`config.mk`:
```
export PLATFORM = sky130hd
export DESIGN_NAME = uart_i2c_bridge
export DESIGN_NICKNAME = d
export VERILOG_FILES = /design/src/common/bridge_pkg.sv /design/src/hw/byte_fifo.sv /design/src/hw/cmd_parser.sv /design/src/hw/i2c/i2c_master.sv /design/src/hw/uart/uart_rx.sv /design/src/hw/uart_i2c_bridge.sv
export SDC_FILE = /design/constraint.sdc
export NUM_CORES = 1
export LEC_CHECK = 0
export ABC_AREA = 1
export BUFFER_PORTS_ARGS = -buffer_cell sky130_fd_sc_hd__buf_4
export CORE_MARGIN = 2
export CORE_UTILIZATION = 45
export CTS_CLUSTER_DIAMETER = 100
export DETAILED_ROUTE_END_ITERATION = 12
export SETUP_SLACK_MARGIN = 0.3
export SYNTH_ARGS = -nofsm -noshare
export SYNTH_HDL_FRONTEND = slang
export SYNTH_HIERARCHICAL = 1
export SYNTH_SLANG_ARGS = --single-unit
```
`constraint.sdc`:
```
create_clock -name clk -period 3.5 [get_ports clk]
set_input_delay 0.7 -clock clk [delete_from_list [all_inputs] [get_ports clk]]
set_output_delay 0.7 -clock clk [all_outputs]
set_load 0.01 [all_outputs]
```
`src/common/bridge_pkg.sv`:
```
// uart to i2c bridge shared definitions
// timing constants, command codes, state encodings and the i2c item type
package bridge_pkg;

    // uart bit timing in clk cycles
    localparam int uart_clks_per_bit = 16;
    localparam int uart_cnt_w = $clog2(uart_clks_per_bit);
    // reload values for the bit timer, full bit and half bit
    localparam logic [uart_cnt_w-1:0] uart_full_bit = uart_cnt_w'(uart_clks_per_bit - 1);
    localparam logic [uart_cnt_w-1:0] uart_half_bit = uart_cnt_w'(uart_clks_per_bit / 2 - 1);

    // one scl period is four quarters
    localparam int i2c_clks_per_quarter = 4;
    localparam int i2c_cnt_w = $clog2(i2c_clks_per_quarter);
    localparam logic [i2c_cnt_w-1:0] i2c_quarter_end = i2c_cnt_w'(i2c_clks_per_quarter - 1);

    // packet limits
    localparam int max_payload = 16;
    // buffer holds address plus payload
    localparam int buf_idx_w = $clog2(max_payload + 1);
    localparam logic [7:0] max_count = 8'(max_payload);

    // item fifo depth, power of two
    localparam int fifo_depth = 32;

    // host command bytes
    typedef enum logic [7:0] {
        cmd_start = 8'h53,
        cmd_stop  = 8'h50
    } cmd_code_t;

    typedef enum logic [2:0] {
        wait_start,
        get_addr,
        get_count,
        get_data,
        wait_stop,
        discard
    } parser_state_t;

    typedef enum logic [2:0] {
        idle,
        start_cond,
        shift_byte,
        ack_bit,
        stop_cond
    } i2c_state_t;

    // one byte on the i2c bus plus transaction framing
    typedef struct packed {
        logic [7:0] data;
        logic       first;
        logic       last;
    } i2c_item_t;

endpackage

```
`src/hw/byte_fifo.sv`:
```
// synchronous item fifo, valid/ready on both sides
// depth must be a power of two, pointers wrap on their own
`timescale 1ns/1ps
module byte_fifo #(
    parameter int depth = bridge_pkg::fifo_depth
) (
    input  logic                  clk,
    input  logic                  reset,
    input  bridge_pkg::i2c_item_t in_item,
    input  logic                  in_valid,
    output logic                  in_ready,
    output bridge_pkg::i2c_item_t out_item,
    output logic                  out_valid,
    input  logic                  out_ready
);

    bridge_pkg::i2c_item_t    mem [depth];
    logic [$clog2(depth)-1:0] wr_ptr;
    logic [$clog2(depth)-1:0] rd_ptr;
    // one extra bit so full is distinct from empty
    logic [$clog2(depth):0]   count;
    logic                     wr_en;
    logic                     rd_en;

    // msb of count set only at depth entries
    assign in_ready  = ~count[$clog2(depth)];
    assign out_valid = |count;
    assign wr_en     = in_valid && in_ready;
    assign rd_en     = out_valid && out_ready;

    always_ff @(posedge clk) begin
        if (!reset) begin
            wr_ptr <= '0;
            rd_ptr <= '0;
            count  <= '0;
        end else begin
            if (wr_en) begin
                wr_ptr <= wr_ptr + 1'b1;
            end
            if (rd_en) begin
                rd_ptr <= rd_ptr + 1'b1;
            end
            case ({wr_en, rd_en})
                2'b10:   count <= count + 1'b1;
                2'b01:   count <= count - 1'b1;
                default: count <= count;
            endcase
        end
    end

    always_ff @(posedge clk) begin
        if (wr_en) begin
            mem[wr_ptr] <= in_item;
        end
    end

    // head of queue
    assign out_item = mem[rd_ptr];

endmodule

```
`src/hw/cmd_parser.sv`:
```
// host command parser, checks S addr count data P packets
// buffers a packet and replays it as i2c items once the closing P is seen
`timescale 1ns/1ps
module cmd_parser (
    input  logic                  clk,
    input  logic                  reset,
    input  logic [7:0]            rx_data,
    input  logic                  rx_valid,
    output bridge_pkg::i2c_item_t item,
    output logic                  item_valid,
    input  logic                  item_ready
);

    bridge_pkg::parser_state_t        state;
    // address at index 0, payload after it
    logic [7:0]                       pkt_buf [0:bridge_pkg::max_payload];
    logic [bridge_pkg::buf_idx_w-1:0] wr_idx;
    logic [bridge_pkg::buf_idx_w-1:0] rd_idx;
    logic [bridge_pkg::buf_idx_w-1:0] last_idx;
    // data bytes still expected
    logic [7:0]                       remaining;
    logic                             pushing;

    always_ff @(posedge clk) begin
        if (!reset) begin
            state     <= bridge_pkg::wait_start;
            pushing   <= 1'b0;
            wr_idx    <= '0;
            rd_idx    <= '0;
            last_idx  <= '0;
            remaining <= '0;
        end else begin
            // replay, one item per accepted handshake
            if (item_valid && item_ready) begin
                if (rd_idx == last_idx) begin
                    pushing <= 1'b0;
                end else begin
                    rd_idx <= rd_idx + 1'b1;
                end
            end

            if (rx_valid) begin
                case (state)
                    bridge_pkg::wait_start: begin
                        // stray bytes are ignored here
                        if (rx_data == bridge_pkg::cmd_start) begin
                            wr_idx <= '0;
                            state  <= bridge_pkg::get_addr;
                        end
                    end
                    bridge_pkg::get_addr: begin
                        wr_idx <= wr_idx + 1'b1;
                        // reads not supported, skip to P
                        if (rx_data[0]) begin
                            state <= bridge_pkg::discard;
                        end else begin
                            state <= bridge_pkg::get_count;
                        end
                    end
                    bridge_pkg::get_count: begin
                        if ((rx_data == 8'd0) || (rx_data > bridge_pkg::max_count)) begin
                            state <= bridge_pkg::discard;
                        end else begin
                            remaining <= rx_data;
                            state     <= bridge_pkg::get_data;
                        end
                    end
                    bridge_pkg::get_data: begin
                        wr_idx    <= wr_idx + 1'b1;
                        remaining <= remaining - 1'b1;
                        if (remaining == 8'd1) begin
                            state <= bridge_pkg::wait_stop;
                        end
                    end
                    bridge_pkg::wait_stop: begin
                        // wrong terminator drops the whole packet
                        if (rx_data == bridge_pkg::cmd_stop) begin
                            pushing  <= 1'b1;
                            rd_idx   <= '0;
                            last_idx <= wr_idx - 1'b1;
                        end
                        state <= bridge_pkg::wait_start;
                    end
                    bridge_pkg::discard: begin
                        if (rx_data == bridge_pkg::cmd_stop) begin
                            state <= bridge_pkg::wait_start;
                        end
                    end
                    default: begin
                        state <= bridge_pkg::wait_start;
                    end
                endcase
            end
        end
    end

    // packet storage
    always_ff @(posedge clk) begin
        if (rx_valid && ((state == bridge_pkg::get_addr) || (state == bridge_pkg::get_data))) begin
            pkt_buf[wr_idx] <= rx_data;
        end
    end

    // item framing from the replay index
    assign item.data  = pkt_buf[rd_idx];
    assign item.first = (rd_idx == '0);
    assign item.last  = (rd_idx == last_idx);
    assign item_valid = pushing;

endmodule

```
`src/hw/i2c/i2c_master.sv`:
```
// i2c write master, start, msb first bytes with ack slot, stop
// scl period built from four quarter phases, nack ends the transfer early
`timescale 1ns/1ps
module i2c_master (
    input  logic                  clk,
    input  logic                  reset,
    input  bridge_pkg::i2c_item_t item,
    input  logic                  item_valid,
    output logic                  item_ready,
    input  logic                  sdarx,
    output logic                  sdatx,
    output logic                  scl
);

    bridge_pkg::i2c_state_t           state;
    logic [bridge_pkg::i2c_cnt_w-1:0] q_cnt;
    // quarter index within the scl period
    logic [1:0]                       phase;
    logic [2:0]                       bit_cnt;
    logic [7:0]                       shreg;
    logic                             cur_last;
    logic                             nack;
    // skip rest of a transaction after nack
    logic                             drain;
    logic                             tick;
    logic                             period_end;
    logic                             ack_next;
    logic                             stall;
    logic                             load;
    logic                             scl_next;
    logic                             sda_next;

    assign tick       = (q_cnt == bridge_pkg::i2c_quarter_end);
    assign period_end = tick && (phase == 2'd3);
    // ack slot done and more bytes follow
    assign ack_next   = (state == bridge_pkg::ack_bit) && period_end && !nack && !cur_last;
    // hold scl low until the next byte shows up
    assign stall      = ack_next && !item_valid;
    assign load       = ((state == bridge_pkg::idle) && item_valid && item.first && !drain)
                        || (ack_next && item_valid);

    assign item_ready = ((state == bridge_pkg::idle) && (drain || item.first)) || ack_next;

    // pin levels per state and quarter
    always_comb begin
        case (state)
            bridge_pkg::start_cond: begin
                // sda falls in quarter 1 with scl high
                scl_next = (phase != 2'd3);
                sda_next = (phase == 2'd0);
            end
            bridge_pkg::shift_byte: begin
                scl_next = (phase == 2'd1) || (phase == 2'd2);
                sda_next = shreg[7];
            end
            bridge_pkg::ack_bit: begin
                // released for the slave
                scl_next = (phase == 2'd1) || (phase == 2'd2);
                sda_next = 1'b1;
            end
            bridge_pkg::stop_cond: begin
                // sda rises in quarter 2 with scl high
                scl_next = (phase != 2'd0);
                sda_next = phase[1];
            end
            default: begin
                scl_next = 1'b1;
                sda_next = 1'b1;
            end
        endcase
    end

    always_ff @(posedge clk) begin
        if (!reset) begin
            state    <= bridge_pkg::idle;
            q_cnt    <= '0;
            phase    <= '0;
            bit_cnt  <= '0;
            cur_last <= 1'b0;
            nack     <= 1'b0;
            drain    <= 1'b0;
            scl      <= 1'b1;
            sdatx    <= 1'b1;
        end else begin
            scl   <= scl_next;
            sdatx <= sda_next;

            // quarter timer
            if (state == bridge_pkg::idle) begin
                q_cnt <= '0;
                phase <= '0;
            end else if (!stall) begin
                q_cnt <= tick ? '0 : q_cnt + 1'b1;
                if (tick) begin
                    phase <= phase + 1'b1;
                end
            end

            if (load) begin
                cur_last <= item.last;
            end

            case (state)
                bridge_pkg::idle: begin
                    if (item_valid && drain) begin
                        if (item.last) begin
                            drain <= 1'b0;
                        end
                    end else if (load) begin
                        state <= bridge_pkg::start_cond;
                    end
                end
                bridge_pkg::start_cond: begin
                    if (period_end) begin
                        bit_cnt <= '0;
                        state   <= bridge_pkg::shift_byte;
                    end
                end
                bridge_pkg::shift_byte: begin
                    if (period_end) begin
                        bit_cnt <= bit_cnt + 1'b1;
                        if (bit_cnt == 3'd7) begin
                            state <= bridge_pkg::ack_bit;
                        end
                    end
                end
                bridge_pkg::ack_bit: begin
                    // same edge that raises scl
                    if ((phase == 2'd1) && (q_cnt == '0)) begin
                        nack <= sdarx;
                    end
                    if (period_end) begin
                        if (nack || cur_last) begin
                            drain <= nack && !cur_last;
                            state <= bridge_pkg::stop_cond;
                        end else if (item_valid) begin
                            state <= bridge_pkg::shift_byte;
                        end
                    end
                end
                bridge_pkg::stop_cond: begin
                    if (period_end) begin
                        state <= bridge_pkg::idle;
                    end
                end
                default: begin
                    state <= bridge_pkg::idle;
                end
            endcase
        end
    end

    // byte shifter, msb first
    always_ff @(posedge clk) begin
        if (load) begin
            shreg <= item.data;
        end else if ((state == bridge_pkg::shift_byte) && period_end) begin
            shreg <= {shreg[6:0], 1'b0};
        end
    end

endmodule

```
`src/hw/uart/uart_rx.sv`:
```
// uart receiver, 8N1, lsb first, oversampled by the bit timer
// strobes rx_valid for one cycle per byte with a good stop bit
`timescale 1ns/1ps
module uart_rx (
    input  logic       clk,
    input  logic       reset,
    input  logic       rx,
    output logic [7:0] rx_data,
    output logic       rx_valid
);

    logic                              rx_meta;
    logic                              rx_sync;
    logic                              rx_prev;
    logic                              busy;
    logic [bridge_pkg::uart_cnt_w-1:0] clk_cnt;
    // 0 start, 1..8 data, 9 stop
    logic [3:0]                        bit_idx;
    logic [7:0]                        shreg;
    logic                              sample;

    // two flop synchronizer, plus one more for edge detect
    always_ff @(posedge clk) begin
        if (!reset) begin
            rx_meta <= 1'b1;
            rx_sync <= 1'b1;
            rx_prev <= 1'b1;
        end else begin
            rx_meta <= rx;
            rx_sync <= rx_meta;
            rx_prev <= rx_sync;
        end
    end

    // mid-bit sample point
    assign sample = busy && (clk_cnt == '0);

    always_ff @(posedge clk) begin
        if (!reset) begin
            busy     <= 1'b0;
            clk_cnt  <= '0;
            bit_idx  <= '0;
            rx_valid <= 1'b0;
        end else begin
            rx_valid <= 1'b0;
            if (!busy) begin
                // falling edge only, a stuck low line after a bad stop is ignored
                if (rx_prev && !rx_sync) begin
                    busy    <= 1'b1;
                    clk_cnt <= bridge_pkg::uart_half_bit;
                    bit_idx <= '0;
                end
            end else if (clk_cnt != '0) begin
                clk_cnt <= clk_cnt - 1'b1;
            end else begin
                clk_cnt <= bridge_pkg::uart_full_bit;
                bit_idx <= bit_idx + 1'b1;
                if (bit_idx == 4'd0) begin
                    // start bit gone at half bit, treat as glitch
                    if (rx_sync) begin
                        busy <= 1'b0;
                    end
                end else if (bit_idx == 4'd9) begin
                    busy <= 1'b0;
                    // framing check
                    rx_valid <= rx_sync;
                end
            end
        end
    end

    // data bits arrive lsb first, shift in from the top
    always_ff @(posedge clk) begin
        if (sample && (bit_idx != 4'd0) && (bit_idx != 4'd9)) begin
            shreg <= {rx_sync, shreg[7:1]};
        end
    end

    // shreg is stable during the stop bit strobe
    assign rx_data = shreg;

endmodule

```
`src/hw/uart_i2c_bridge.sv`:
```
// uart to i2c write bridge top
// receiver, packet parser, item fifo and i2c master in a chain
`timescale 1ns/1ps
module uart_i2c_bridge (
    input  logic clk,
    input  logic reset,
    input  logic rx,
    input  logic sdarx,
    output logic sdatx,
    output logic scl
);

    logic [7:0]            rx_data;
    logic                  rx_valid;
    // parser to fifo
    bridge_pkg::i2c_item_t in_item;
    logic                  in_valid;
    logic                  in_ready;
    // fifo to master
    bridge_pkg::i2c_item_t out_item;
    logic                  out_valid;
    logic                  out_ready;

    uart_rx uart_rx_inst (
        .clk      (clk),
        .reset    (reset),
        .rx       (rx),
        .rx_data  (rx_data),
        .rx_valid (rx_valid)
    );

    cmd_parser cmd_parser_inst (
        .clk        (clk),
        .reset      (reset),
        .rx_data    (rx_data),
        .rx_valid   (rx_valid),
        .item       (in_item),
        .item_valid (in_valid),
        .item_ready (in_ready)
    );

    byte_fifo #(
        .depth (bridge_pkg::fifo_depth)
    ) byte_fifo_inst (
        .clk       (clk),
        .reset     (reset),
        .in_item   (in_item),
        .in_valid  (in_valid),
        .in_ready  (in_ready),
        .out_item  (out_item),
        .out_valid (out_valid),
        .out_ready (out_ready)
    );

    i2c_master i2c_master_inst (
        .clk        (clk),
        .reset      (reset),
        .item       (out_item),
        .item_valid (out_valid),
        .item_ready (out_ready),
        .sdarx      (sdarx),
        .sdatx      (sdatx),
        .scl        (scl)
    );

endmodule

```
==> qor.txt <==
GPL Wtd Cong: 0.901
nets: 2,307
ANT cells: 0
Final Hold Viols: 0
Clock Pin Slew Worst Setup and Hold Paths: 0.06 ns
vias in the first global route: 15,600
Unique masters post-synth: 51
syn_nets: 2,263
First DRT Iteration DRCs: 1,399
crit path max fanout: 8
crit path max-delay cell type: dfxtp_4
final WL: 56.7 mm
CTS tree: yes
Crit Path Category: flop to flop
Max clock buf depth: 3
f_max: 344 MHz
Clock Skew: 0.0407 ns
Power Density: 533 nW/um2
Critical Path RT: 4.01 ns
final antenna-violating net count: 0
Max VDD drop: 0.000630 V
Num Clock Sinks: 548
leakage power: 9.66 nW
TritonRoute pass-1 iters: 5
drt via density: 5.36
DR vias: 16,100
RSZ-0062 raised after global routing: false
die outline width: 232 um
status: finished clean
Setup Viol. Count Final: 0
register area: 15,700 um2
hold crit path type: input port to flop
multi-input logic area: 6790 um2
Max H-tree Level: 2
# IOs: 6
Fin Setup TNS: 0 ns
Seq/Total Area, Yosys: 66.9%
Final Cell Area: 26,400 um2
# DRC: 0
period utilization: 83.0%
clk_lat worst skew: 0.63 ns
GR Util All Layers: 21.3%
Synth Warn #: 6
CP bufs+invs: 5
Seq cells post-synth: 548
CTS Buf Count: 55
ratio of cells with drive above 1 in the final layout: 10.1%
CP Capture Type: flop
die area: 54,000 um2
core box area: 51,400 um2
routed len/inst: 18.9 um
CTS root buf: clkbuf_16
Syn Std Cell Area: 23,500 um2
WHS: 0.267 ns
die height: 232 um
measured slew at the worst slew-check pin: 1.01 ns
crit-path max cell delay: 0.46 ns
placed cell area: 24,400 um2
port bufs: 5
# fillers: 4,596
CP top delay family: compound AO/OA/AOI/OAI gates
Starting Density: 45.6%
largest net degree at the start of global routing: 73
Tot Pwr: 14.1 mW
R2R setup slack: 0.60 ns
Cell Chain, Critical Path: buf_8 -> buf_4 -> nand2_1 -> a21oi_1 -> o31ai_2 -> a21oi_2 -> nor2_1 -> o21ai_0 -> nand2_1 -> inv_2 -> ha_4 -> nand2_1 -> nand2_1 -> inv_1 -> ha_1 -> o21bai_1 -> nand2_1 -> nand2_1 -> nand2_1 -> nand3_1 -> nand2_1 -> inv_1
num rows: 83
max_slew headroom: 32.7%
synthesis-to-layout area growth: 12.4%
Final Max Tran Viols: 0
CP dominant cell by count: nand2_1
first-pass GRT wire length: 89.0 mm
DP HPWL: 35.8 mm
mean area per synthesized cell: 10.5 um2
crit path DAT: 3.42 ns
max cap viols: 0
CP Launch Type: flop
grt total ovfl: 0
min Tclk post-route: 2.90 ns
initial antenna violation count: 0
Cells after Synth: 2,231
Hold Startpoint: rx
==> sequential cells by signal, indices dropped and copies added (netlist names), 3 cells and up, named ones only <==
signal / cells
byte_fifo_inst/count: 6
cmd_parser_inst/wr_idx: 5
uart_rx_inst/bit_idx: 4
uart_rx_inst/clk_cnt: 4
byte_fifo_inst/wr_ptr: 5
i2c_master_inst/state: 3
i2c_master_inst/shreg: 8
uart_rx_inst/rx_data: 8
cmd_parser_inst/remaining: 8
cmd_parser_inst/state: 3
cmd_parser_inst/rd_idx: 5
cmd_parser_inst/pkt_buf: 136
i2c_master_inst/bit_cnt: 3
byte_fifo_inst/mem: 320
cmd_parser_inst/last_idx: 5
byte_fifo_inst/rd_ptr: 5
==> cell usage after synthesis (all sizes together) <==
cell type  instances  share of area (%)
nand2            602                9.7
edfxtp           472                 60
nand3            277                6.0
nor2             240                4.0
a21oi            125                2.7
inv              120                1.9
o21ai            115                2.5
buf               83                2.0
dfxtp             76                6.5
ha                28                1.5
clkbuf            18               0.29
o211ai            10               0.32
o31ai             10               0.32
nor3               9               0.21
o22ai              7               0.19
nand4              6               0.16
xor2               6               0.22
xnor2              5               0.19
a31oi              3              0.080
clkinv             3               0.11
or2                3              0.080
a22oi              2              0.064
nand3b             2               0.12
nor4               2              0.053
a21boi             1              0.032
nor3b              1              0.032
o2111ai            1              0.037
o21a               1              0.032
o21bai             1              0.032
o221a              1              0.048
o221ai             1              0.037
==> placed cells by master, fill, tap and decap left out, drive strengths merged, types with 10 or more instances in the layout <==
| cell type | n |
|---|---|
| nand2 | 602 |
| edfxtp | 472 |
| nand3 | 277 |
| nor2 | 240 |
| a21oi | 125 |
| inv | 120 |
| o21ai | 115 |
| buf | 86 |
| dfxtp | 76 |
| clkbuf | 66 |
| clkinv | 35 |
| ha | 28 |
| o211ai | 10 |
| o31ai | 10 |
==> cell families after synthesis <==
| logic type | share of synthesized area, % |
|---|---|
| compound gates | 6.39 |
| xor+xnor | 0.411 |
| fa+ha+maj | 1.49 |
| buf+inv | 4.35 |
| flops | 66.9 |
| simple gates | 20.5 |
==> worst paths after layout <==
| path | endpoint | cells past startpoint |
|---|---|---|
| max | byte_fifo_inst/count[4] | 22 |
| min | uart_rx_inst/rx_meta | 2 |
| max reg2reg | byte_fifo_inst/count[4] | 22 |
| min reg2reg | uart_rx_inst/rx_sync | 1 |
==> through the flow <==
stage,util (%),std cells,worst slack (ns)
2_1_floorplan,-,2231,0.587
3_3_place_gp,47.5,2891,0.349
3_5_place_dp,47.5,2891,0.351
4_1_cts,51.0,2994,0.308
5_1_grt,51.3,3001,0.303
6_report,51.3,3001,0.596
==> power breakdown <==
group          internal, mW  leakage (nW)  switching [mW]
Sequential             7.05          5.03          0.0621
Clock                  3.32         0.888            2.52
Combinational         0.358          3.74           0.745
Total                  10.7          9.66            3.33
==> worst register-to-register path: stages, from the launching register on <==
cell,delay (ns)
dfxtp_4,0.46
buf_8,0.15
buf_4,0.11
nand2_1,0.04
a21oi_1,0.18
o31ai_2,0.09
a21oi_2,0.31
nor2_1,0.06
o21ai_0,0.15
nand2_1,0.10
inv_2,0.08
ha_4,0.15
nand2_1,0.06
nand2_1,0.10
inv_1,0.05
ha_1,0.16
o21bai_1,0.18
nand2_1,0.10
nand2_1,0.06
nand2_1,0.05
nand3_1,0.06
nand2_1,0.06
inv_1,0.03
==> metal layers <==
layer / vias to the layer above / global-route usage, % / wire length [um]
met5: - / 0 / 0
met4: 0 / 6.17 / 1230
met3: 75 / 3.09 / 3280
met2: 417 / 35.1 / 27200
met1: 7843 / 29.3 / 25000
li1: 7765 / - / -
==> layout make-up <==
| cell class | count | share of cell area, % |
|---|---|---|
| Tap cell | 680 | 3.23 |
| Clock inverter | 38 | 1.44 |
| Timing Repair inverter | 1 | 0.0332 |
| Sequential cell | 548 | 59.6 |
| Multi-Input combinational cell | 1459 | 25.8 |
| Inverter | 123 | 1.87 |
| Timing Repair Buffer | 87 | 2.63 |
| Clock buffer | 65 | 5.44 |
==> repair_timing <==
action / in CTS / in global routing
gates resized for setup: 0 / 19
endpoints found under the setup margin: 0 / 5
setup buffers: 0 / 5
hold buffers: 0 / 0
Note: power is estimated with default switching activity, not from simulation.
